### src/design/vec_cfg_pkg.sv
////////////////////////////////////////
// Vector unit configuration
// Size constants and data types shared
// by the dispatcher, sequencer and lanes
////////////////////////////////////////

`default_nettype none

package vec_cfg_pkg;

  // Lane data path is fixed at 32 bits
  localparam int unsigned ElemWidth = 32;

  // Architectural vector registers
  localparam int unsigned NrVRegs = 8;

  // Upper bound for the MaxVl parameter
  localparam int unsigned MaxVlLimit = 64;

  typedef logic [ElemWidth-1:0] elem_t;

  typedef logic [$clog2(NrVRegs)-1:0] vreg_t;

  // Holds a length up to MaxVlLimit inclusive
  typedef logic [$clog2(MaxVlLimit+1)-1:0] vl_t;

endpackage : vec_cfg_pkg

`default_nettype wire

### src/design/vec_op_pkg.sv
////////////////////////////////////////
// Vector operations
// Opcode encoding and the decoded
// instruction handed to the sequencer
////////////////////////////////////////

`default_nettype none

package vec_op_pkg;

  import vec_cfg_pkg::*;

  typedef enum logic [2:0] {
    VADD   = 3'd0,
    VSUB   = 3'd1,
    VAND   = 3'd2,
    VOR    = 3'd3,
    VXOR   = 3'd4,
    // Broadcast scalar into vd
    VMV_VX = 3'd5,
    // Read one element of vs2, index in the scalar field
    VMV_XS = 3'd6
  } vec_op_e;

  // Decoded instruction, vl already clamped
  typedef struct packed {
    vec_op_e op;
    vreg_t   vd;
    vreg_t   vs1;
    vreg_t   vs2;
    elem_t   scalar;
    vl_t     vl;
  } vec_insn_t;

endpackage : vec_op_pkg

`default_nettype wire

### src/design/vec_dispatcher.sv
////////////////////////////////////////
// Vector dispatcher
// Four-phase host handshake, decode,
// vl clamp and scalar result register
////////////////////////////////////////

`timescale 1ns/1ps
`default_nettype none

module vec_dispatcher
  import vec_cfg_pkg::*, vec_op_pkg::*;
#(
  parameter int unsigned MaxVl = 16
) (
  input  logic      clk_i,
  input  logic      rst_i,
  // Host side
  input  logic      cmd_req_i,
  input  vec_op_e   cmd_op_i,
  input  vreg_t     cmd_vd_i,
  input  vreg_t     cmd_vs1_i,
  input  vreg_t     cmd_vs2_i,
  input  elem_t     cmd_scalar_i,
  input  vl_t       cmd_vl_i,
  output logic      cmd_ack_o,
  output elem_t     res_data_o,
  // Sequencer side
  output vec_insn_t insn_o,
  output logic      issue_valid_o,
  input  logic      issue_done_i,
  input  elem_t     rdata_i
);

  typedef enum logic [1:0] {IDLE, ISSUE, WAIT, ACK} disp_state_e;

  disp_state_e state_q, state_d;
  logic        req_q;
  logic        req_rise;
  vl_t         vl_clamped;
  vec_insn_t   insn_q;
  elem_t       res_q;

  assign req_rise   = cmd_req_i & ~req_q;
  assign vl_clamped = (cmd_vl_i > vl_t'(MaxVl)) ? vl_t'(MaxVl) : cmd_vl_i;

  ////////////////////////////////////////
  // Handshake FSM
  ////////////////////////////////////////

  always_comb begin
    state_d = state_q;
    case (state_q)
      IDLE:    if (req_rise) state_d = ISSUE;
      ISSUE:   state_d = WAIT;
      WAIT:    if (issue_done_i) state_d = ACK;
      // Hold ack until the host drops req
      ACK:     if (!cmd_req_i) state_d = IDLE;
      default: state_d = IDLE;
    endcase
  end

  always_ff @(posedge clk_i) begin
    if (rst_i) begin
      state_q <= IDLE;
      req_q   <= 1'b0;
    end else begin
      state_q <= state_d;
      req_q   <= cmd_req_i;
    end
  end

  // Latch command fields on an accepted request
  always_ff @(posedge clk_i) begin
    if (state_q == IDLE && req_rise) begin
      insn_q.op     <= cmd_op_i;
      insn_q.vd     <= cmd_vd_i;
      insn_q.vs1    <= cmd_vs1_i;
      insn_q.vs2    <= cmd_vs2_i;
      insn_q.scalar <= cmd_scalar_i;
      insn_q.vl     <= vl_clamped;
    end
    if (state_q == WAIT && issue_done_i) begin
      res_q <= rdata_i;
    end
  end

  assign insn_o        = insn_q;
  assign issue_valid_o = (state_q == ISSUE);
  assign cmd_ack_o     = (state_q == ACK);
  assign res_data_o    = res_q;

endmodule : vec_dispatcher

`default_nettype wire

### config.mk
export PLATFORM = sky130hd
export DESIGN_NAME = vec_dispatcher
export DESIGN_NICKNAME = d
export VERILOG_FILES = /design/src/design/vec_cfg_pkg.sv /design/src/design/vec_op_pkg.sv /design/src/design/vec_dispatcher.sv
export SDC_FILE = /design/constraint.sdc
export NUM_CORES = 1
export LEC_CHECK = 0
export ABC_AREA = 1
export BUFFER_PORTS_ARGS = -buffer_cell sky130_fd_sc_hd__buf_2
export CAP_MARGIN = 25
export CORE_UTILIZATION = 38
export DETAILED_ROUTE_END_ITERATION = 8
export PLACE_DENSITY = 0.78
export SLEW_MARGIN = 10
export SYNTH_ARGS = -nofsm -noshare
export SYNTH_HDL_FRONTEND = slang
export SYNTH_SLANG_ARGS = --single-unit
export TNS_END_PERCENT = 10
### constraint.sdc
create_clock -name clk_i -period 3.2 [get_ports clk_i]
set_input_delay 0.32 -clock clk_i [delete_from_list [all_inputs] [get_ports clk_i]]
set_output_delay 0.32 -clock clk_i [all_outputs]
set_load 0.01 [all_outputs]
; ---- Word-level counts from Yosys, hierarchy flattened
; Cells that the tools add are included.
[totals]
word_cells = 26
output_inout_bits = 85
regBits = 86
[op_classes]
muxes = 4
n_lt_le_gt_ge = 1
n_bitwise = 2
n_reduce_logical = 4
eq_ne = 6
[op_table]
columns = op, n
row1 = $pmux W2 S4, 1
row2 = $gt A7 B5 Y1 const B, 1
row3 = $mux W2, 3
row4 = $ne A2 B2 Y1 const B, 3
row5 = $eq A2 B2 Y1 const B, 2
row6 = $reduce_and A3 Y1, 1
row7 = $eq A2 B1 Y1 const B, 1
row8 = $logic_and A1 B1 Y1, 2
row9 = $logic_not A2 Y1, 1
row10 = $and A1 B1 Y1, 1
row11 = $not A1 Y1, 1

; ---- Longest topological paths before layout
[depth]
word_depth = 4
mapped_depth = 8
mapped_depth_nobuf = 8

; ---- Worst setup path before layout
; No wires, ideal clock.
[synth_timing]
path_kind = register to register
startpoint = reg state_q[0]
endpoint = reg insn_q, in the netlist insn_o[0] (enable)
arrival_time_ps = 2763
t_required_ps = 2740
stages_incl_launch_ff = 5
slack_ps = -23
synth_period_minus_slack_ps = 3223
cell_sequence = dfxtp_1 -> inv_1 -> ha_1 -> inv_1 -> nor2_1
[synth_between]
elab_chain_cells = 2
[synth_rtl]
columns = element, line
row1 = start: declaration, vec_dispatcher.sv:36  ; disp_state_e state_q, state_d;
row2 = start signal: assignment, vec_dispatcher.sv:67  ; state_q <= state_d;
row3 = $logic_not A2 Y1, vec_dispatcher.sv:74  ; if (state_q == IDLE && req_rise) begin
row4 = $logic_and A1 B1 Y1, vec_dispatcher.sv:74
row5 = end: declaration, vec_dispatcher.sv:40  ; vec_insn_t insn_q;
; No other way between the ends.
; A chain may end at the register's enable or synchronous reset.

; ---- Worst setup path in the final report
[layout_timing]
startpoint = reg state_q[0]
endpoint = reg insn_q, in the netlist insn_o[37] (enable)
; Same word-level chain as after synthesis.

==> impl_results.md <==
- Final Routed Wirelength: 6030 um
- Antenna violations before repair: 0
- Count of final hold-check violations: 0
- Via count of the first global-routing pass: 1686
- Buffers and inverters on the worst path: 3
- Layout-stage area growth over the synthesis result: 42.0%
- First-pass GRT wire length: 8150 um
- Worst setup startpoint: state_q[0]$_SDFFE_PP0P_
- Count of nets after finishing: 412
- Die Ht: 87.8 um
- Hold buffer count at cts: 0
- Overflow after GRT: 0
- Seq cells post-synth: 86
- Most Frequent Cell on Critical Path: sky130_fd_sc_hd__inv_1
- Placer's final routability congestion estimate: 0.776
- Die Span X: 87.8 um
- Half-perimeter wire length of the detailed placement result: 4540 um
- Share of total power in the clock network: 0.248
- Number of post-CTS setup repair buffers: 0
- Share of post-route cells with drive strength above 1: 0.588
- Arrival time worst endpoint: 1.70 ns
- TritonCTS clock tree: built
- Power Internal: 1.94 mW
- Number of buffers on the longest clock path: 2
- Run status: complete, no violations
- Hold WS: 0.129 ns
- Switching portion of total power: 0.281
- Cell types with the largest area share after synthesis: sky130_fd_sc_hd__edfxtp_1, sky130_fd_sc_hd__ha_1, sky130_fd_sc_hd__dfxtp_1
- Startpoint Class: flop
- Combined global-route utilization of all metal layers: 0.149
- CTS resizes: 0
- Synthesized area per cell: 20.7 sq um
- Lkg Pwr: 1.74 nW
- Type of the worst setup path: flop to flop
- Top-level I/O count: 172
- Via count: 1779
- Data required time of the critical path: 3.18 ns
- Port bufs: 171
- Maximum clock rate: 583 MHz
- Summed instance area of the synthesized netlist: 2800 sq um
- Part of the Yosys area used for sequential elements: 0.912
- Final sum of negative setup slack: 0 ns
- Multi-input combinational cell area: 206 sq um
- FILL cells: 568
- Area of the core: 6940 sq um
- Highest ir drop seen on vdd: 0.000428 V
- Overall die area: 7720 sq um
- H-tree levels: 3
- Setup violators final: 0
- Sequential cell area: 2550 sq um
- Starting Density: 0.403
- Total power per unit cell area: 678 nW/um^2
- Internal reg-to-reg setup slack: 1.48 ns
- Worst hold path class: input pin to flop
- Cell count after synthesis: 135
- Largest net degree at the start of global routing: 52
- Cell chain of the critical path: inv_1 > ha_1 > inv_1 > nor2_4 > buf_4
- Combinational group share of total power: 0.193
- Clock tree skew after final layout: 0.0109 ns
- Count of warnings emitted by yosys: 0
- Area share of the leading cell type in the synthesized netlist: 0.890
- DRC violation count after routing: 0
- Cell accounting for the most synthesized area: sky130_fd_sc_hd__edfxtp_1
- Cell family with most CP delay: buffers and inverters
- Number of max-slew violations in the final report: 0
- Number of CTS-inserted buffers: 9
- Standard-cell rows: 30
- Worst path max stage delay: 0.50 ns
- Count of different cell masters after synthesis: 13
- Peak fanout along the critical path: 51
- Worst Max-Slew Pin Slew: 0.618 ns
- Clock period minus final worst setup slack: 1.72 ns
- Routed wirelength normalized by instance count: 14.3 um
- Latest clock arrival within the worst-skew pair: 0.35 ns
- Buffer type at the clock tree root: sky130_fd_sc_hd__clkbuf_8
- Drt first-iter violations: 36
- CP endpoint kind: flop
- Power dissipated by switching net loads: 0.758 mW
- Proportion of power drawn by flip-flops and latches: 0.558
- Worst relative slew slack: 0.588
- Crit path max-delay cell type: sky130_fd_sc_hd__buf_4
- Post-detailed-route via-to-cell ratio: 4.23
- Total inserted antenna cells: 0
- ANT nets after route: 0
- Total iterations of the first detailed-routing run: 4
- Beginning of the worst register-to-register path: state_q[0]$_SDFFE_PP0P_
- Start point of the worst min-delay path: rst_i
- Clock sink count: 86
- Max cap viols: 0
- Clk pin slew, worst setup/hold paths: 0.09 ns
- Unrepaired setup endpoints after global routing: false
- Final cycle utilization of the critical path: 0.536
[registers in the layout, indices dropped and copies added, names as in the netlist]
signal and flops:
insn_o 51, req_q 1, state_q 2, res_data_o 32
[power by group through the flow]
stage | combinational [mW] | sequential, mW | clock [mW]
floorplan | 0.174 | 1.62 | 0
global placement | 0.515 | 1.52 | 0
detailed placement | 0.528 | 1.53 | 0
CTS | 0.530 | 1.51 | 0.693
global route | 0.579 | 1.52 | 0.731
finish | 0.521 | 1.50 | 0.669
[per-layer routing]
metal  vias to the layer above  global-route usage  routed length (um)
met5                         -                   0                   0
met4                         0               0.103                 184
met3                        15              0.0377                 459
met2                        97               0.268                3180
met1                       809               0.152                2200
li1                        858                   -                   -
[worst paths after layout]
path	to	depth (start not counted)
max	insn_o[37]$_DFFE_PP_	5
min	req_q$_SDFF_PP0_	2
max reg2reg	insn_o[37]$_DFFE_PP_	5
min reg2reg	state_q[1]$_SDFFE_PP0P_	2
[through the flow]
step | util | setup WS, ns | total power [mW] | cells | instance area [sq um]
finish | 0.572 | 1.48 | 2.69 | 421 | 3980
global route | 0.572 | 1.39 | 2.83 | 421 | 3980
CTS | 0.572 | 1.47 | 2.73 | 421 | 3980
detailed placement | 0.548 | 1.50 | 2.06 | 405 | 3800
global placement | 0.548 | 1.55 | 2.04 | 405 | 3800
floorplan | - | 0.817 | 1.80 | 136 | 2810
[cells by family (layout without fill, tap and decap cells)]
group / count (synthesis) / in the layout / share of synthesized area
flip-flops: 86 / 86 / 0.912
AND/OR/NAND/NOR: 25 / 25 / 0.0371
buffers and inverters: 14 / 203 / 0.0188
adder cells (fa/ha/maj): 5 / 5 / 0.0223
AO/OA/AOI/OAI: 4 / 4 / 0.00894
other: 1 / 2 / 0.00134
[cell usage after synthesis, drive strengths merged]
library cell / number
conb: 1
nand2: 9
ha: 5
dfxtp: 3
edfxtp: 83
nand3: 2
nand4: 1
a21boi: 2
inv: 14
a21oi: 2
nor2: 13
[cells in the final DEF, fill, tap and decap left out, types with 2 or more instances in the layout]
cell type,netlist,final
sky130_fd_sc_hd__buf_2,0,171
sky130_fd_sc_hd__edfxtp_1,83,83
sky130_fd_sc_hd__inv_1,14,14
sky130_fd_sc_hd__nor2_1,12,11
sky130_fd_sc_hd__clkbuf_8,0,9
sky130_fd_sc_hd__nand2_1,8,8
sky130_fd_sc_hd__ha_1,5,5
sky130_fd_sc_hd__clkinvlp_4,0,3
sky130_fd_sc_hd__dfxtp_1,3,3
sky130_fd_sc_hd__a21boi_1,2,2
sky130_fd_sc_hd__a21oi_1,2,2
sky130_fd_sc_hd__nand3_1,2,2
sky130_fd_sc_hd__inv_6,0,2
sky130_fd_sc_hd__conb_1,1,2
sky130_fd_sc_hd__buf_4,0,2
[final cells by class]
class	instances	share of cell area
sequential	86	0.642
timing repair buffer	173	0.219
multi-input combinational	36	0.0519
clock buffer	9	0.0312
tap	96	0.0302
inverter	14	0.0132
clock inverter	7	0.0123
Note: power is estimated with default switching activity, not from simulation.
