==> config.mk <==
export PLATFORM = sky130hd
export DESIGN_NAME = vec_sequencer_flat
export DESIGN_NICKNAME = d
export VERILOG_FILES = /design/src/design/vec_cfg_pkg.sv /design/src/design/vec_op_pkg.sv /design/src/design/pe_req_if.sv /design/src/design/vec_sequencer.sv /design/src/flat_wrapper.sv
export SDC_FILE = /design/constraint.sdc
export NUM_CORES = 1
export LEC_CHECK = 0
export ABC_AREA = 1
export BUFFER_PORTS_ARGS = -buffer_cell sky130_fd_sc_hd__buf_2
export CAP_MARGIN = 20
export CORE_UTILIZATION = 25
export CTS_CLUSTER_SIZE = 10
export DETAILED_ROUTE_END_ITERATION = 12
export SETUP_SLACK_MARGIN = 0.15
export SYNTH_ARGS = -nofsm -noshare
export SYNTH_HDL_FRONTEND = slang
export SYNTH_SLANG_ARGS = --single-unit
==> constraint.sdc <==
create_clock -name clk_i -period 2.3 [get_ports clk_i]
set_input_delay 0 -clock clk_i [delete_from_list [all_inputs] [get_ports clk_i]]
set_output_delay 0 -clock clk_i [all_outputs]
set_load 0.02 [all_outputs]
==> src/design/vec_cfg_pkg.sv <==
////////////////////////////////////////
// Vector unit configuration
// Size constants and data types shared
// by the dispatcher, sequencer and lanes
////////////////////////////////////////

`default_nettype none

package vec_cfg_pkg;

  // Lane data path is fixed at 32 bits
  localparam int unsigned ElemWidth = 32;

  // Architectural vector registers
  localparam int unsigned NrVRegs = 8;

  // Upper bound for the MaxVl parameter
  localparam int unsigned MaxVlLimit = 64;

  typedef logic [ElemWidth-1:0] elem_t;

  typedef logic [$clog2(NrVRegs)-1:0] vreg_t;

  // Holds a length up to MaxVlLimit inclusive
  typedef logic [$clog2(MaxVlLimit+1)-1:0] vl_t;

endpackage : vec_cfg_pkg

`default_nettype wire

==> src/design/vec_op_pkg.sv <==
////////////////////////////////////////
// Vector operations
// Opcode encoding and the decoded
// instruction handed to the sequencer
////////////////////////////////////////

`default_nettype none

package vec_op_pkg;

  import vec_cfg_pkg::*;

  typedef enum logic [2:0] {
    VADD   = 3'd0,
    VSUB   = 3'd1,
    VAND   = 3'd2,
    VOR    = 3'd3,
    VXOR   = 3'd4,
    // Broadcast scalar into vd
    VMV_VX = 3'd5,
    // Read one element of vs2, index in the scalar field
    VMV_XS = 3'd6
  } vec_op_e;

  // Decoded instruction, vl already clamped
  typedef struct packed {
    vec_op_e op;
    vreg_t   vd;
    vreg_t   vs1;
    vreg_t   vs2;
    elem_t   scalar;
    vl_t     vl;
  } vec_insn_t;

endpackage : vec_op_pkg

`default_nettype wire

==> src/design/pe_req_if.sv <==
////////////////////////////////////////
// Sequencer to lane request bus
// Valid/ready issue broadcast, per-lane
// completion and element read data
////////////////////////////////////////

`timescale 1ns/1ps
`default_nettype none

interface pe_req_if
  import vec_cfg_pkg::*, vec_op_pkg::*;
#(
  parameter int unsigned NrLanes = 4
);

  // Broadcast side
  logic      valid;
  vec_insn_t insn;
  vl_t       idx;

  // One bit or slot per lane
  logic  [NrLanes-1:0] ready;
  logic  [NrLanes-1:0] done;
  elem_t [NrLanes-1:0] rdata;

  modport seq (
    output valid, insn, idx,
    input  ready, done, rdata
  );

  modport lane (
    input  valid, insn, idx,
    output ready, done, rdata
  );

endinterface : pe_req_if

`default_nettype wire

==> src/design/vec_sequencer.sv <==
////////////////////////////////////////
// Vector sequencer
// Broadcasts one instruction to all
// lanes and collects their completion
////////////////////////////////////////

`timescale 1ns/1ps
`default_nettype none

module vec_sequencer
  import vec_cfg_pkg::*, vec_op_pkg::*;
#(
  parameter int unsigned NrLanes = 4
) (
  input  logic      clk_i,
  input  logic      rst_i,
  // Dispatcher side
  input  vec_insn_t insn_i,
  input  logic      issue_valid_i,
  output logic      issue_done_o,
  output elem_t     rdata_o,
  // Lanes
  pe_req_if.seq     pe
);

  localparam int unsigned LaneW = (NrLanes > 1) ? $clog2(NrLanes) : 1;

  vec_insn_t          insn_q;
  logic               valid_q;
  logic               busy_q;
  logic               done_pulse_q;
  logic [NrLanes-1:0] acc_q;
  logic [NrLanes-1:0] done_q;
  logic [NrLanes-1:0] acc_d;
  logic [NrLanes-1:0] done_d;
  logic               all_acc;
  logic               all_done;
  logic [LaneW-1:0]   lane_sel;
  elem_t              rdata_q;

  // Masks including this cycle's responses
  assign acc_d    = acc_q | pe.ready;
  assign done_d   = done_q | pe.done;
  assign all_acc  = &acc_d;
  assign all_done = &done_d;

  assign pe.valid = valid_q;
  assign pe.insn  = insn_q;
  // Element index for VMV_XS rides in the scalar field
  assign pe.idx   = vl_t'(insn_q.scalar);

  // Element e sits in lane e mod NrLanes
  assign lane_sel = LaneW'(pe.idx % NrLanes);

  ////////////////////////////////////////
  // Accept and completion tracking
  ////////////////////////////////////////

  always_ff @(posedge clk_i) begin
    if (rst_i) begin
      valid_q      <= 1'b0;
      busy_q       <= 1'b0;
      done_pulse_q <= 1'b0;
      acc_q        <= '0;
      done_q       <= '0;
    end else begin
      done_pulse_q <= 1'b0;
      if (issue_valid_i) begin
        valid_q <= 1'b1;
        busy_q  <= 1'b1;
        acc_q   <= '0;
        done_q  <= '0;
      end else if (busy_q) begin
        if (valid_q) begin
          acc_q <= acc_d;
          // Drop valid once every lane has taken it
          if (all_acc) valid_q <= 1'b0;
        end
        done_q <= done_d;
        if (all_done) begin
          busy_q       <= 1'b0;
          done_pulse_q <= 1'b1;
        end
      end
    end
  end

  always_ff @(posedge clk_i) begin
    if (issue_valid_i) begin
      insn_q <= insn_i;
    end
    if (busy_q && all_done) begin
      rdata_q <= pe.rdata[lane_sel];
    end
  end

  assign issue_done_o = done_pulse_q;
  assign rdata_o      = rdata_q;

endmodule : vec_sequencer

`default_nettype wire

==> src/flat_wrapper.sv <==
// flat-port wrapper written by rule: the top's interface ports become plain ports
module vec_sequencer_flat import vec_cfg_pkg::*, vec_op_pkg::*;
#(
  parameter int unsigned NrLanes = 4
)
  (clk_i, rst_i, insn_i, issue_valid_i, issue_done_o, rdata_o, pe_valid, pe_insn, pe_idx, pe_ready, pe_done, pe_rdata);
  pe_req_if #(.NrLanes(NrLanes)) pe_i ();
  input  logic clk_i;
  input  logic rst_i;
  input  vec_insn_t insn_i;
  input  logic issue_valid_i;
  output logic issue_done_o;
  output elem_t rdata_o;
  output wire logic [$bits(pe_i.valid)-1:0] pe_valid;
  output wire logic [$bits(pe_i.insn)-1:0] pe_insn;
  output wire logic [$bits(pe_i.idx)-1:0] pe_idx;
  input wire logic [$bits(pe_i.ready)-1:0] pe_ready;
  input wire logic [$bits(pe_i.done)-1:0] pe_done;
  input wire logic [$bits(pe_i.rdata)-1:0] pe_rdata;
  assign pe_valid = pe_i.valid;
  assign pe_insn = pe_i.insn;
  assign pe_idx = pe_i.idx;
  assign pe_i.ready = pe_ready;
  assign pe_i.done = pe_done;
  assign pe_i.rdata = pe_rdata;
  vec_sequencer #(.NrLanes(NrLanes)) u_core (.clk_i(clk_i), .rst_i(rst_i), .insn_i(insn_i), .issue_valid_i(issue_valid_i), .issue_done_o(issue_done_o), .rdata_o(rdata_o), .pe(pe_i));
endmodule
# --- After elaboration in Yosys (flattened, before gate mapping) ---
# Index checks and enable logic that the tools add are counted.
totals:
  n_memories: 0
  regBits: 94
  input_bits: 190
  out_inout_bits: 92
  rom_bits: 0
  mem_bits_rw: 0
  elab_cells: 33
  latchBits: 0
op_classes:
  n_mul: 0
  reduce_logical: 7
  div: 0
  add_sub_neg: 0
  order_cmp: 1
  n_bitwise: 3
  eq_ne: 0
  shift: 0
  n_mux: 10
ops:
  columns: ["op", "n"]
  rows:
  - ["$bmux W32 S2", 1]
  - ["$mux W32", 1]
  - ["$mux W1", 8]
  - ["$or A4 B4 Y4", 2]
  - ["$reduce_and A4 Y1", 2]
  - ["$lt A2 B3 Y1 const B", 1]
  - ["$reduce_or A3 Y1", 1]
  - ["$reduce_and A2 Y1", 1]
  - ["$reduce_bool A2 Y1", 1]
  - ["$reduce_or A2 Y1", 1]
  - ["$logic_and A1 B1 Y1", 1]
  - ["$not A1 Y1", 1]

# --- Logic depth before layout (Yosys ltp) ---
logic_depth:
  depth_word: 6
  mapped_depth: 6
  ltp_nobuf: 5

# --- Worst setup path after synthesis ---
# OpenSTA, ideal clock, no wires.
synth_path:
  path_kind: "register to register"
  from: "register u_core.done_q[0]"
  to: "register u_core.rdata_q[0], in the netlist u_core.rdata_o[0] (enable)"
  arrival_time_ps: 1913
  period_less_slack_ps: 2334
  path_buffers: 0
  required_ps: 1879
  setup_time_ps: 421
  setup_slack_ps: -34
  path_stages_with_launch: 5
  path_cell_list: "dfxtp_1 -> nor2_1 -> nor2_1 -> nand3_2 -> nor2_1"
synth_between:
  elab_chain_cells: 3
synth_rtl:
  columns: ["item", "line_no", "source"]
  rows:
  - ["start: declaration", "vec_sequencer.sv:33", "logic [NrLanes-1:0] done_q;"]
  - ["start signal: assignment", "vec_sequencer.sv:79", "done_q <= done_d;"]
  - ["$or A4 B4 Y4", "vec_sequencer.sv:43", "assign done_d = done_q | pe.done;"]
  - ["$reduce_and A4 Y1", "vec_sequencer.sv:45", "assign all_done = &done_d;"]
  - ["$logic_and A1 B1 Y1", "vec_sequencer.sv:92", "if (busy_q && all_done) begin"]
  - ["end signal: assignment", "vec_sequencer.sv:93", "rdata_q <= pe.rdata[lane_sel];"]
  - ["end: declaration", "vec_sequencer.sv:39", "elem_t rdata_q;"]
# Every way passes these cells.
# A chain may end at the register's enable or synchronous reset.

# --- Worst setup path after layout ---
layout_path:
  from: "register u_core.insn_q (netlist bit u_core.pe.idx[0])"
  to: "register u_core.rdata_q[3], in the netlist u_core.rdata_o[3], data pin"
layout_between:
  elab_chain_cells: 2
layout_rtl:
  columns: ["item", "line_no", "source"]
  rows:
  - ["start: declaration", "vec_sequencer.sv:28", "vec_insn_t insn_q;"]
  - ["start signal: assignment", "vec_sequencer.sv:90", "insn_q <= insn_i;"]
  - ["$bmux W32 S2", "vec_sequencer.sv:93", null]
  - ["$mux W32 (implied by the code)", "vec_sequencer.sv:93", null]
# Every way passes these cells. The select of a mux whose other input is x is not followed.

==> results.cfg <==
[sta]
finalSetupViolCount = 0
clock.fmax_mhz = 523.6
max_slew_margin_pct = 50.03
tightest_slew_ns = 0.7496
fin_crit_sh_pct = 83.04
rsz0062_at_grt = no
skew_ns = 0.01091
min_period_ns = 1.910
setup_tns_ns = 0
slew_violations = 0
hold_violations = 0
hold_ws_ns = 0.01551
fin_ws_ns = 0.3902

[critical_path]
worstPathRequired_ns = 2.40
cp_data_arrival_time_ns = 2.01
cp_max_fo = 64
cpPeakStageDelay_ns = 0.55
crit_path_end = u_core.rdata_o[3]
critical-path-top-delay-family = buffers and inverters
crit_cells = 5
cp-end-kind = flop
reg2regPathDepth = 5
startpoint = u_core.pe.idx[0]
r2r_start = u_core.pe.idx[0]
cp_cell_sequence = buf_4, inv_8, o21ai_1, o22ai_1, dlygate4sd3_1
path_buf_inv = 3
cp-start-kind = flop
r2r-end = u_core.rdata_o[3]
r2r_slack_ns = 0.39
crit_type = reg2reg
critPathSlowestCell = dlygate4sd3_1

[yosys]
yosysUniqueCellTypes = 21
syn_inst = 322
synth.cell_area_um2 = 3894
syn_avg_cell_area_um2 = 12.09
synth-seq-cells = 94
synth_fp_nets = 512
yosys_warnings = 0
ys_seq_area_share_pct = 69.67

[clock_network]
cts_root_buf = clkbuf_16
htree_levels = 3
cts_buffers = 9
clk_pin_slew_ns = 0.07
ctsResizeCount = 0
cts_hold_buf = 75
cts_setup_buffers = 0
tritoncts = done
clock_tree.buffer_depth = 2
cts.sinks = 94
insertion_delay_ns = 0.34

[route]
num_vias = 3974
drcViolationCount = 0
via_per_inst = 4.626
final_antenna_net_count = 0
routed_wl_mm = 13.01
dr.pass1.iters = 4
drt_iter0_drc = 202
wire_per_inst_um = 15.14

[final_layout]
syn_to_final_growth_pct = 64.65
drive_gt1_share_pct = 45.90
num-nets-final = 856
fillers = 1456
antennaDiodeCount = 0
final_cells = 859

[floorplanning]
fp.dieW_um = 126.8
fp.coreArea_um2 = 15200
initial_core_util_pct = 25.61
ioPinCount = 282
die_area_um2 = 16080
die_h_um = 126.8
std_cell_rows = 45

[placement]
dpl.hpwl_mm = 8.702
place.gp.congestion = 0.8742
io_buffer_count = 281
placedCellCount = 768
pre_cts_ws_ns = 0.7378

[pwr]
power_density_nw_per_um2 = 658.4
p_leak_nw = 2.786
totalPowerFinal_mw = 4.221
ir_worst_vdd_uv = 308.6

[grt]
grtUsageTotal_pct = 16.14
grt_max_degree = 65
grt_antenna_before_repair = 0
grt_pass1_wl_mm = 19.58
gr-total-overflow = 0
grt_pass1_vias = 4024

[run]
maxCapViolCount = 0

[worst_hold_path]
hold_path.class = in2reg

[status]
status = finished, final reports clean
cells in the mapped netlist (all sizes together):
cell / n / area (um2)
inv: 4 / 22.52
edfxtp: 83 / 2492
a31oi: 1 / 6.260
nand3: 2 / 15.01
o22ai: 32 / 200.2
a21oi: 9 / 45.04
clkbuf: 1 / 3.750
nor3: 4 / 20.02
buf: 27 / 222.7
nand2: 2 / 7.510
nor2: 78 / 292.8
o21ai: 64 / 320.3
dfxtp: 11 / 220.2
or2: 4 / 25.03
layout make-up:
type                            instances  area (um2)  area share, %
Clock buffer                           11       254.0          3.962
Clock inverter                          5       40.04         0.6245
Inverter                                4       22.52         0.3513
Multi-Input combinational cell        196       939.7          14.66
Sequential cell                        94        2713          42.31
Tap cell                              188       235.2          3.669
Timing Repair Buffer                  361        2207          34.43
metal layers:
layer  up-vias  routed length (um)  global-route usage, %
li1       1864                   -                      -
met2       233                6966                  30.61
met3        36                 903                  3.248
met4         0                 426                  9.244
met5         -                   0                      0
met1      1841                4709                  16.36
worst min path at each step:
stage                             from  cells after the start  slack, ns                 end
after CTS                 pe_rdata[52]                      3     0.0009  u_core.rdata_o[20]
after detailed placement    insn_i[31]                      1       0.18  u_core.pe.insn[31]
after global routing      pe_rdata[37]                      3       0.01   u_core.rdata_o[5]
after floorplan                  rst_i                      1       0.07       u_core.busy_q
after global placement      insn_i[32]                      1       0.18  u_core.pe.insn[32]
final                     pe_rdata[37]                      3       0.02   u_core.rdata_o[5]
flip-flops by register name, indices dropped and copies added, names as in the netlist:
name / flops
u_core.busy_q: 1
u_core.acc_q: 4
u_core.rdata_o: 32
u_core.pe.insn: 44
u_core.pe.valid: 1
u_core.pe.idx: 7
u_core.issue_done_o: 1
u_core.done_q: 4
worst register-to-register path: stages (launching register included):
cell	delay (ns)
edfxtp_1	0.35
buf_4	0.30
inv_8	0.19
o21ai_1	0.20
o22ai_1	0.08
dlygate4sd3_1	0.55
logic make-up after synthesis:
family	share of synthesized area [%]
compound gates	14.68
flops	69.67
simple gates	9.255
buf+inv	6.394
placed cells by master (no fill, tap or decap), types with 3 or more instances in the layout:
| cell | netlist | layout |
|---|---|---|
| o21ai_0 | 36 | 36 |
| nor2_1 | 78 | 77 |
| buf_2 | 7 | 281 |
| edfxtp_1 | 83 | 83 |
| dlygate4sd3_1 | 0 | 75 |
| buf_4 | 10 | 4 |
| clkbuf_16 | 0 | 10 |
| or2_2 | 3 | 3 |
| nor3_1 | 4 | 4 |
| a21oi_1 | 9 | 9 |
| o21ai_1 | 28 | 28 |
| o22ai_1 | 32 | 32 |
| dfxtp_1 | 11 | 11 |
power breakdown:
part / switching, mW / internal (mW) / leakage (nW) / total (mW)
clock: 0.665 / 0.812 / 0.147 / 1.48
sequential: 0.0293 / 1.97 / 0.878 / 1.99
combinational: 0.405 / 0.344 / 1.76 / 0.749
total: 1.10 / 3.12 / 2.79 / 4.22
per-stage QoR:
stage	area, um2	utilization [%]
4_1_cts	6411	42.17
3_5_place_dp	5366	35.30
5_1_grt	6411	42.17
6_report	6411	42.17
3_3_place_gp	5366	35.30
2_1_floorplan	3896	-
(Power assumes the default switching activity.)
